<file path="src/spin_config.svh">
`ifndef SPIN_CONFIG_SVH
`define SPIN_CONFIG_SVH

// Number of spins in one vector
`define SPIN_NUM 16

// Entries in the spin FIFO
`define SPIN_FIFO_DEPTH 4

// Host word width
// Must divide SPIN_NUM evenly
`define SPIN_HOST_WIDTH 8

// Iteration counter width
`define SPIN_ITER_WIDTH 8

`endif

</file>
<file path="src/spin_pkg.sv">
`default_nettype none

`include "spin_config.svh"

package spin_pkg;

    // One spin vector, bit i holds spin i
    typedef logic [`SPIN_NUM-1:0] spin_vec_t;

    // FIFO occupancy, 0 up to the full depth
    typedef logic [$clog2(`SPIN_FIFO_DEPTH):0] spin_usage_t;

    // Iteration count as loaded by the engine
    typedef logic [`SPIN_ITER_WIDTH-1:0] spin_iter_t;

    // One word on the host side
    typedef logic [`SPIN_HOST_WIDTH-1:0] host_word_t;

    // Iteration engine FSM
    typedef enum logic [1:0] {
        ENGINE_IDLE,
        ENGINE_RUN,
        ENGINE_DONE
    } engine_state_e;

    // Readout packer FSM
    typedef enum logic {
        PACK_IDLE,
        PACK_SEND
    } packer_state_e;

endpackage

`default_nettype wire

</file>
<file path="src/spin_stream_if.sv">
`timescale 1ns/10ps
`default_nettype none

interface spin_stream_if import spin_pkg::*; ();

    // Handshake, transfer when both high on a rising edge
    logic valid;
    logic ready;

    // Spin vector payload
    spin_vec_t data;

    // Repeat flag, FIFO stores its last written vector again
    logic none;

    // Producer side
    modport source (output valid, output data, output none, input ready);

    // Consumer side
    modport sink (input valid, input data, input none, output ready);

endinterface

`default_nettype wire

</file>
<file path="src/spin_fifo.sv">
`timescale 1ns/10ps
`default_nettype none

`include "spin_config.svh"

module spin_fifo import spin_pkg::*; (
    input  logic        clk_i,
    input  logic        reset_i,
    input  logic        flush_i,
    input  logic        push_i,
    input  logic        push_none_i,
    input  spin_vec_t   data_i,
    input  logic        pop_i,
    output spin_vec_t   data_o,
    output logic        full_o,
    output logic        empty_o,
    output spin_usage_t usage_o
);

    localparam int unsigned DEPTH = `SPIN_FIFO_DEPTH;
    localparam int unsigned PTR_W = (DEPTH > 1) ? $clog2(DEPTH) : 1;

    // Storage array
    spin_vec_t        mem_q [DEPTH];
    logic [PTR_W-1:0] wr_ptr_q;
    logic [PTR_W-1:0] rd_ptr_q;
    spin_usage_t      usage_q;
    // Copy of the most recent write for repeat pushes
    spin_vec_t        last_q;
    spin_vec_t        wr_data;
    logic             push_en;
    logic             pop_en;

    // Pointer increment with wrap at the last entry
    function automatic logic [PTR_W-1:0] ptr_next(input logic [PTR_W-1:0] ptr);
        if (ptr == PTR_W'(DEPTH - 1)) begin
            return '0;
        end
        return ptr + 1'b1;
    endfunction

    // Status straight from the occupancy counter
    assign full_o  = (usage_q == spin_usage_t'(DEPTH));
    assign empty_o = (usage_q == '0);
    assign usage_o = usage_q;

    // Head of queue from registered storage with no fall-through
    assign data_o = mem_q[rd_ptr_q];

    // Push while full is dropped and pop while empty is ignored
    assign push_en = push_i & ~full_o;
    assign pop_en  = pop_i & ~empty_o;

    // Repeat push writes the previous vector again
    assign wr_data = push_none_i ? last_q : data_i;

    // Pointers, counter and last vector
    always_ff @(posedge clk_i) begin
        if (reset_i || flush_i) begin
            wr_ptr_q <= '0;
            rd_ptr_q <= '0;
            usage_q  <= '0;
            last_q   <= '0;
        end else begin
            if (push_en) begin
                wr_ptr_q <= ptr_next(wr_ptr_q);
                last_q   <= wr_data;
            end
            if (pop_en) begin
                rd_ptr_q <= ptr_next(rd_ptr_q);
            end
            // Occupancy only moves when exactly one side fires
            case ({push_en, pop_en})
                2'b10:   usage_q <= usage_q + 1'b1;
                2'b01:   usage_q <= usage_q - 1'b1;
                default: usage_q <= usage_q;
            endcase
        end
    end

    // Memory write port
    always_ff @(posedge clk_i) begin
        if (push_en) begin
            mem_q[wr_ptr_q] <= wr_data;
        end
    end

endmodule

`default_nettype wire

</file>
<file path="src/spin_fifo_maintainer.sv">
`timescale 1ns/10ps
`default_nettype none

module spin_fifo_maintainer import spin_pkg::*; (
    input  logic          clk_i,
    input  logic          reset_i,
    input  logic          en_i,
    input  logic          flush_i,
    input  logic          cmpt_en_i,
    input  logic          host_readout_i,
    input  logic          iter_finish_i,
    spin_stream_if.sink   push,
    spin_stream_if.source pop,
    output logic          cmpt_busy_o,
    output spin_usage_t   fifo_usage_o
);

    logic fifo_full;
    logic fifo_empty;
    logic fifo_push;
    logic fifo_pop;
    // Completion status register
    logic cmpt_busy_q;
    logic cmpt_stop;
    logic cmpt_set;
    logic cmpt_clr;

    // Spin storage
    spin_fifo spin_fifo_inst (
        .clk_i       (clk_i),
        .reset_i     (reset_i),
        .flush_i     (flush_i),
        .push_i      (fifo_push),
        .push_none_i (push.none),
        .data_i      (push.data),
        .pop_i       (fifo_pop),
        .data_o      (pop.data),
        .full_o      (fifo_full),
        .empty_o     (fifo_empty),
        .usage_o     (fifo_usage_o)
    );

    // Engine is done and nothing more fits
    assign cmpt_stop = iter_finish_i & fifo_full;

    // Push side only needs room
    assign push.ready = ~fifo_full;
    assign fifo_push  = push.valid & push.ready;

    // Pops during a live run, or any time the host reads out
    assign pop.valid = en_i & ~fifo_empty
                     & ((cmpt_busy_q & ~iter_finish_i) | host_readout_i);
    assign fifo_pop  = pop.valid & pop.ready;
    // Outgoing vectors always carry real data
    assign pop.none  = 1'b0;

    assign cmpt_set = cmpt_en_i & en_i;
    assign cmpt_clr = cmpt_stop | flush_i;

    // Clear wins over set
    always_ff @(posedge clk_i) begin
        if (reset_i || cmpt_clr) begin
            cmpt_busy_q <= 1'b0;
        end else if (cmpt_set) begin
            cmpt_busy_q <= 1'b1;
        end
    end

    assign cmpt_busy_o = cmpt_busy_q;

endmodule

`default_nettype wire

</file>
<file path="src/spin_iteration_engine.sv">
`timescale 1ns/10ps
`default_nettype none

`include "spin_config.svh"

module spin_iteration_engine import spin_pkg::*; (
    input  logic          clk_i,
    input  logic          reset_i,
    input  logic          flush_i,
    input  logic          start_i,
    input  spin_vec_t     init_spin_i,
    input  spin_iter_t    num_iter_i,
    input  spin_vec_t     flip_mask_i,
    spin_stream_if.source push,
    output logic          iter_finish_o
);

    localparam int unsigned POS_W = (`SPIN_NUM > 1) ? $clog2(`SPIN_NUM) : 1;

    engine_state_e    state_q;
    // Vector of the previous iteration
    spin_vec_t        base_q;
    spin_vec_t        mask_q;
    spin_iter_t       iter_q;
    spin_iter_t       total_q;
    // Spin position, (k - 1) mod SPIN_NUM
    logic [POS_W-1:0] pos_q;
    logic             flip;
    logic             first_iter;
    spin_vec_t        flip_bit;
    logic             push_fire;
    logic             start_ok;

    assign flip       = mask_q[pos_q];
    assign flip_bit   = spin_vec_t'(1) << pos_q;
    assign first_iter = (iter_q == spin_iter_t'(1));

    // Outgoing vector, held from registers until accepted
    assign push.valid = (state_q == ENGINE_RUN);
    assign push.data  = flip ? (base_q ^ flip_bit) : base_q;
    // First vector goes out as data since the FIFO has no copy of the initial spin yet
    assign push.none  = ~flip & ~first_iter;

    assign push_fire     = push.valid & push.ready;
    assign iter_finish_o = (state_q == ENGINE_DONE);

    // Restart allowed from idle or after completion
    assign start_ok = start_i & (state_q != ENGINE_RUN);

    // FSM and iteration counters
    always_ff @(posedge clk_i) begin
        if (reset_i || flush_i) begin
            state_q <= ENGINE_IDLE;
            iter_q  <= '0;
            pos_q   <= '0;
        end else if (start_ok) begin
            iter_q  <= spin_iter_t'(1);
            pos_q   <= '0;
            // Zero iterations finish at once
            state_q <= (num_iter_i == '0) ? ENGINE_DONE : ENGINE_RUN;
        end else if (push_fire) begin
            if (iter_q == total_q) begin
                state_q <= ENGINE_DONE;
            end else begin
                iter_q <= iter_q + 1'b1;
                pos_q  <= (pos_q == POS_W'(`SPIN_NUM - 1)) ? '0 : pos_q + 1'b1;
            end
        end
    end

    // Run parameters and current vector
    always_ff @(posedge clk_i) begin
        if (start_ok) begin
            base_q  <= init_spin_i;
            mask_q  <= flip_mask_i;
            total_q <= num_iter_i;
        end else if (push_fire) begin
            base_q <= push.data;
        end
    end

endmodule

`default_nettype wire

</file>
<file path="src/spin_readout_packer.sv">
`timescale 1ns/10ps
`default_nettype none

`include "spin_config.svh"

module spin_readout_packer import spin_pkg::*; (
    input  logic        clk_i,
    input  logic        reset_i,
    input  logic        flush_i,
    spin_stream_if.sink spin,
    output logic        host_valid_o,
    output host_word_t  host_data_o,
    input  logic        host_ready_i
);

    // Host words per spin vector
    localparam int unsigned WORDS = `SPIN_NUM / `SPIN_HOST_WIDTH;
    localparam int unsigned CNT_W = (WORDS > 1) ? $clog2(WORDS) : 1;

    packer_state_e    state_q;
    // Remaining words, lowest word in the bottom slice
    spin_vec_t        shift_q;
    logic [CNT_W-1:0] cnt_q;
    logic             spin_fire;
    logic             word_fire;
    logic             last_word;

    // One vector at a time
    assign spin.ready = (state_q == PACK_IDLE);
    assign spin_fire  = spin.valid & spin.ready;

    assign host_valid_o = (state_q == PACK_SEND);
    assign host_data_o  = shift_q[`SPIN_HOST_WIDTH-1:0];
    assign word_fire    = host_valid_o & host_ready_i;
    assign last_word    = (cnt_q == CNT_W'(WORDS - 1));

    // FSM and word counter
    always_ff @(posedge clk_i) begin
        if (reset_i || flush_i) begin
            // Any partial vector is dropped
            state_q <= PACK_IDLE;
            cnt_q   <= '0;
        end else begin
            case (state_q)
                PACK_IDLE: begin
                    if (spin_fire) begin
                        state_q <= PACK_SEND;
                        cnt_q   <= '0;
                    end
                end
                PACK_SEND: begin
                    if (word_fire) begin
                        if (last_word) begin
                            state_q <= PACK_IDLE;
                        end else begin
                            cnt_q <= cnt_q + 1'b1;
                        end
                    end
                end
                default: state_q <= PACK_IDLE;
            endcase
        end
    end

    // Load on accept, step down one word per host transfer
    always_ff @(posedge clk_i) begin
        if (spin_fire) begin
            shift_q <= spin.data;
        end else if (word_fire) begin
            shift_q <= shift_q >> `SPIN_HOST_WIDTH;
        end
    end

endmodule

`default_nettype wire

</file>
<file path="src/spin_top.sv">
`timescale 1ns/10ps
`default_nettype none

`include "spin_config.svh"

module spin_top (
    input  logic                              clk_i,
    input  logic                              reset_i,
    input  logic                              en_i,
    input  logic                              flush_i,
    input  logic                              cmpt_en_i,
    input  logic                              host_readout_i,
    input  logic                              start_i,
    input  logic [`SPIN_NUM-1:0]              init_spin_i,
    input  logic [`SPIN_NUM-1:0]              flip_mask_i,
    input  logic [`SPIN_ITER_WIDTH-1:0]       num_iter_i,
    input  logic                              host_ready_i,
    output logic                              host_valid_o,
    output logic [`SPIN_HOST_WIDTH-1:0]       host_data_o,
    output logic                              cmpt_busy_o,
    output logic                              iter_done_o,
    output logic [$clog2(`SPIN_FIFO_DEPTH):0] fifo_usage_o
);

    // Engine to FIFO, and FIFO to packer
    spin_stream_if push_stream ();
    spin_stream_if pop_stream ();

    logic iter_finish;

    spin_iteration_engine spin_iteration_engine_inst (
        .clk_i         (clk_i),
        .reset_i       (reset_i),
        .flush_i       (flush_i),
        .start_i       (start_i),
        .init_spin_i   (init_spin_i),
        .num_iter_i    (num_iter_i),
        .flip_mask_i   (flip_mask_i),
        .push          (push_stream.source),
        .iter_finish_o (iter_finish)
    );

    spin_fifo_maintainer spin_fifo_maintainer_inst (
        .clk_i          (clk_i),
        .reset_i        (reset_i),
        .en_i           (en_i),
        .flush_i        (flush_i),
        .cmpt_en_i      (cmpt_en_i),
        .host_readout_i (host_readout_i),
        .iter_finish_i  (iter_finish),
        .push           (push_stream.sink),
        .pop            (pop_stream.source),
        .cmpt_busy_o    (cmpt_busy_o),
        .fifo_usage_o   (fifo_usage_o)
    );

    spin_readout_packer spin_readout_packer_inst (
        .clk_i        (clk_i),
        .reset_i      (reset_i),
        .flush_i      (flush_i),
        .spin         (pop_stream.sink),
        .host_valid_o (host_valid_o),
        .host_data_o  (host_data_o),
        .host_ready_i (host_ready_i)
    );

    // Done flag seen by the host
    assign iter_done_o = iter_finish;

endmodule

`default_nettype wire

</file>
<file path="config.mk">
export PLATFORM = sky130hd
export DESIGN_NAME = spin_top
export DESIGN_NICKNAME = d
export VERILOG_FILES = /design/src/spin_pkg.sv /design/src/spin_stream_if.sv /design/src/spin_fifo.sv /design/src/spin_fifo_maintainer.sv /design/src/spin_iteration_engine.sv /design/src/spin_readout_packer.sv /design/src/spin_top.sv
export VERILOG_INCLUDE_DIRS = /design/src
export SDC_FILE = /design/constraint.sdc
export NUM_CORES = 1
export LEC_CHECK = 0
export CAP_MARGIN = 20
export CORE_MARGIN = 5
export CORE_UTILIZATION = 57
export DETAILED_ROUTE_END_ITERATION = 7
export DONT_BUFFER_PORTS = 1
export MAX_ROUTING_LAYER = met4
export PLACE_DENSITY = 0.83
export SLEW_MARGIN = 15
export SYNTH_ARGS = -nofsm -noshare
export SYNTH_HDL_FRONTEND = slang
export SYNTH_SLANG_ARGS = --single-unit
</file>
<file path="constraint.sdc">
create_clock -name clk_i -period 2.6 [get_ports clk_i]
set_clock_uncertainty 0.15 [all_clocks]
set_input_delay 0.52 -clock clk_i [delete_from_list [all_inputs] [get_ports clk_i]]
set_output_delay 0.52 -clock clk_i [all_outputs]
set_load 0.01 [all_outputs]
</file>
==> results.json <==
{
  "worstSkewPairLatency_ps": 420,
  "gp_congestion": 0.9103,
  "cp_max_fo": 7,
  "fill_cells": 902,
  "slew_headroom_pct": 40.16,
  "power_density_nw_per_um2": 683.9,
  "antenna_found_initial": 0,
  "crit_buf_inv": 2,
  "drc": 0,
  "synth-seq-cells": 162,
  "synthArstFlopShare_pct": 0,
  "cts_tree": "built",
  "finalSetupTns_ps": 0,
  "synth_cell_types": 53,
  "yosysWarningCount": 0,
  "detail_route.wl_per_cell_um": 19.68,
  "worst_path_most_repeated_cell": "buf_4",
  "timing.hold.ws_ps": 42.18,
  "grt_max_degree": 36,
  "fin_crit_ps": 2554,
  "synth_nets": 624,
  "start_util_pct": 58.22,
  "seq_area_frac_synth_pct": 60.49,
  "syn_area_per_cell_um2": 13.10,
  "cp.required_ps": 2600,
  "final_layout_size_suffix_gt1_share_pct": 23.23,
  "hold_violations": 0,
  "place_inst": 729,
  "crit_family": "compound AO/OA/AOI/OAI gates",
  "num_rows": 41,
  "clk_pin_slew_ps": 60,
  "overflow": 0,
  "synth-edff-count": 120,
  "multi_input_area_um2": 2684,
  "grt_pass1_vias": 4763,
  "timing.critical_path.cells": "mux2_2 > a222oi_1 > buf_4 > buf_4 > a221oi_1 > a211oi_1 > nor3_2",
  "rsz0062_at_grt": "yes",
  "ios": 62,
  "critPathCaptureType": "flip-flop",
  "drt-initial-drc-count": 507,
  "wirelength_um": 15080,
  "fin_util_pct": 66.22,
  "worst_pin_slew_ps": 891.6,
  "drv_cap": 0,
  "die_y_um": 123.5,
  "grtUsageTotal_pct": 21.28,
  "fmax_mhz": 391.6,
  "hold_path_class": "primary input to flip-flop",
  "via_count": 4747,
  "syn_inst": 561,
  "period_share_pct": 98.22,
  "coreArea_um2": 12620,
  "p_leak_uw": 0.002759,
  "htree_levels": 4,
  "setup_viol": 0,
  "cts_sinks": 162,
  "area_delta_synth_final_pct": 13.74,
  "drt_first_pass_iters": 5,
  "antenna-diode-count": 0,
  "regArea_um2": 4447,
  "drtAntennaViolNets": 0,
  "path_class": "flip-flop to flip-flop",
  "drt-vias-per-instance": 6.197,
  "ys.flop_type": "edfxtp_1",
  "fin_cells": 766,
  "cts_buffer_depth": 2,
  "grt_pass1_wl_um": 23940,
  "numCtsBuffers": 17,
  "root_buffer": "clkbuf_16",
  "crit_arrival_ps": 2550,
  "max_stage_delay_ps": 440,
  "outcome": "finished clean",
  "die_w_um": 123.5,
  "slew_violations": 0,
  "die_area_um2": 15260,
  "start_kind": "flip-flop",
  "final_nets": 644,
  "io_buffers": 0,
  "cp_slowest_cell": "dfxtp_1",
  "netlist_area_um2": 7347,
  "dp_hpwl_um": 10170,
  "vdd_drop_max_v": 0.0006196
}
==> state kept, by name (all words and copies together) (netlist names), named ones only <==
register,flops
spin_iteration_engine_inst.iter_q,8
spin_readout_packer_inst.shift_q,16
spin_readout_packer_inst.host_valid_o,1
spin_fifo_maintainer_inst.spin_fifo_inst.wr_ptr_q,2
spin_iteration_engine_inst.state_q,2
spin_fifo_maintainer_inst.cmpt_busy_o,1
spin_iteration_engine_inst.base_q,16
spin_fifo_maintainer_inst.spin_fifo_inst.mem_q,64
spin_iteration_engine_inst.mask_q,16
spin_fifo_maintainer_inst.spin_fifo_inst.rd_ptr_q,2
spin_iteration_engine_inst.pos_q,4
spin_iteration_engine_inst.total_q,8
spin_fifo_maintainer_inst.spin_fifo_inst.last_q,16
spin_readout_packer_inst.cnt_q,1
spin_fifo_maintainer_inst.spin_fifo_inst.usage_o,3
==> cell type report <==
type,instances,area share [%]
Multi-Input combinational cell,336,32.12
Inverter,19,0.8534
Clock inverter,12,1.422
Sequential cell,162,53.21
Tap cell,172,2.575
Clock buffer,20,5.480
Timing Repair Buffer,45,4.342
==> cells by family (layout without fill, tap and decap cells) <==
family | Yosys count | after routing | share of synthesized area, %
compound gates | 118 | 118 | 11.51
fa+ha+maj | 15 | 15 | 2.657
buf+inv | 63 | 96 | 4.121
simple gates | 135 | 135 | 9.196
xor+xnor | 28 | 28 | 3.338
flops | 162 | 162 | 60.49
mux | 40 | 40 | 8.685
==> per-stage QoR <==
| step | area, µm² | setup WS (ps) | power [µW] |
|---|---|---|---|
| final | 8357 | 46.32 | 5715 |
| after global routing | 8357 | -70.76 | 5898 |
| after CTS | 8299 | 0.7030 | 5732 |
| after detailed placement | 7680 | -92.60 | 3331 |
| after global placement | 7680 | 12.73 | 3312 |
| after floorplan | 7353 | 31.20 | 3214 |
==> Yosys cell counts (5+ instances only) <==
cell | count | area [µm²]
nor3_1 | 22 | 110.1
or3_1 | 5 | 31.28
o221a_2 | 6 | 67.56
and2_1 | 15 | 93.84
nand3_1 | 12 | 60.06
nand2_1 | 26 | 97.59
nand4_1 | 6 | 37.54
mux4_2 | 17 | 382.9
xnor2_1 | 24 | 210.2
nor2_1 | 31 | 116.4
inv_1 | 19 | 71.32
mux2_2 | 11 | 123.9
a221oi_1 | 10 | 87.58
dfxtp_1 | 42 | 840.8
mux2i_1 | 9 | 90.09
buf_4 | 9 | 67.56
a31oi_1 | 12 | 75.07
buf_2 | 8 | 40.04
a21oi_1 | 41 | 205.2
ha_1 | 14 | 175.2
clkbuf_1 | 22 | 82.58
a211oi_1 | 24 | 180.2
edfxtp_1 | 120 | 3603
==> repair_timing <==
action                     4_1_cts  5_1_grt
hold buffers                     0        0
resized for setup                3       13
buffers inserted                 4        1
setup endpoints to repair       57       71
==> metal layers <==
layer | share of wire (%) | global-route usage, % | vias to the layer above
li1 | - | - | 2184
met1 | 41 | 25.88 | 2318
met2 | 51 | 34.76 | 219
met3 | 7.3 | 6.267 | 26
met4 | 1.4 | 6.228 | 0
met5 | 0 | - | -
==> layout by cell type, fill, tap and decap left out, types with 3 or more instances in the layout <==
cell and n:
edfxtp_1 120, buf_4 43, dfxtp_1 40, a21oi_1 38, nor2_1 31, nand2_1 24, a211oi_1 24, xnor2_1 24
inv_1 19, clkbuf_16 18, mux4_2 17, nor3_1 16, and2_1 15, ha_1 14, nand3_1 12, a31oi_1 12
mux2_2 11, mux2i_1 9, a221oi_1 8, nor3_2 7, nand4_1 6, o221a_2 6, or3_1 5, o31ai_1 4
or4_1 4, xor2_1 4, o21ai_0 4, inv_6 4, nand2b_1 3, a21oi_2 3, o41ai_1 3, clkinvlp_4 3
==> power by group <==
part	leakage, µW	internal (µW)	switching (µW)
sequential	0.00146	2880	43.1
clock	0.000275	1390	1020
combinational	0.00102	157	224
==> worst register-to-register path: cells and delay by family, from the launching register on <==
kind / cells / cell delay (ps)
mux: 1 / 380
flops: 1 / 440
simple gates: 1 / 130
compound gates: 3 / 800
buf+inv: 2 / 380
==> path summary, 6_finish.rpt <==
check / from / endpoint / slack, ps / depth (start not counted)
setup reg to reg: spin_iteration_engine_inst.pos_q[3]$_SDFFE_PP0P_ / flip-flop / 50 / 7
hold / removal: flip_mask_i[12] / spin_iteration_engine_inst.mask_q[12]$_DFFE_PP_ / 40 / 0
setup / recovery: spin_iteration_engine_inst.pos_q[3]$_SDFFE_PP0P_ / flip-flop / 50 / 7
hold reg to reg: flip-flop / flip-flop / 330 / 2
No activity file was read; power rests on OpenSTA's default activity.
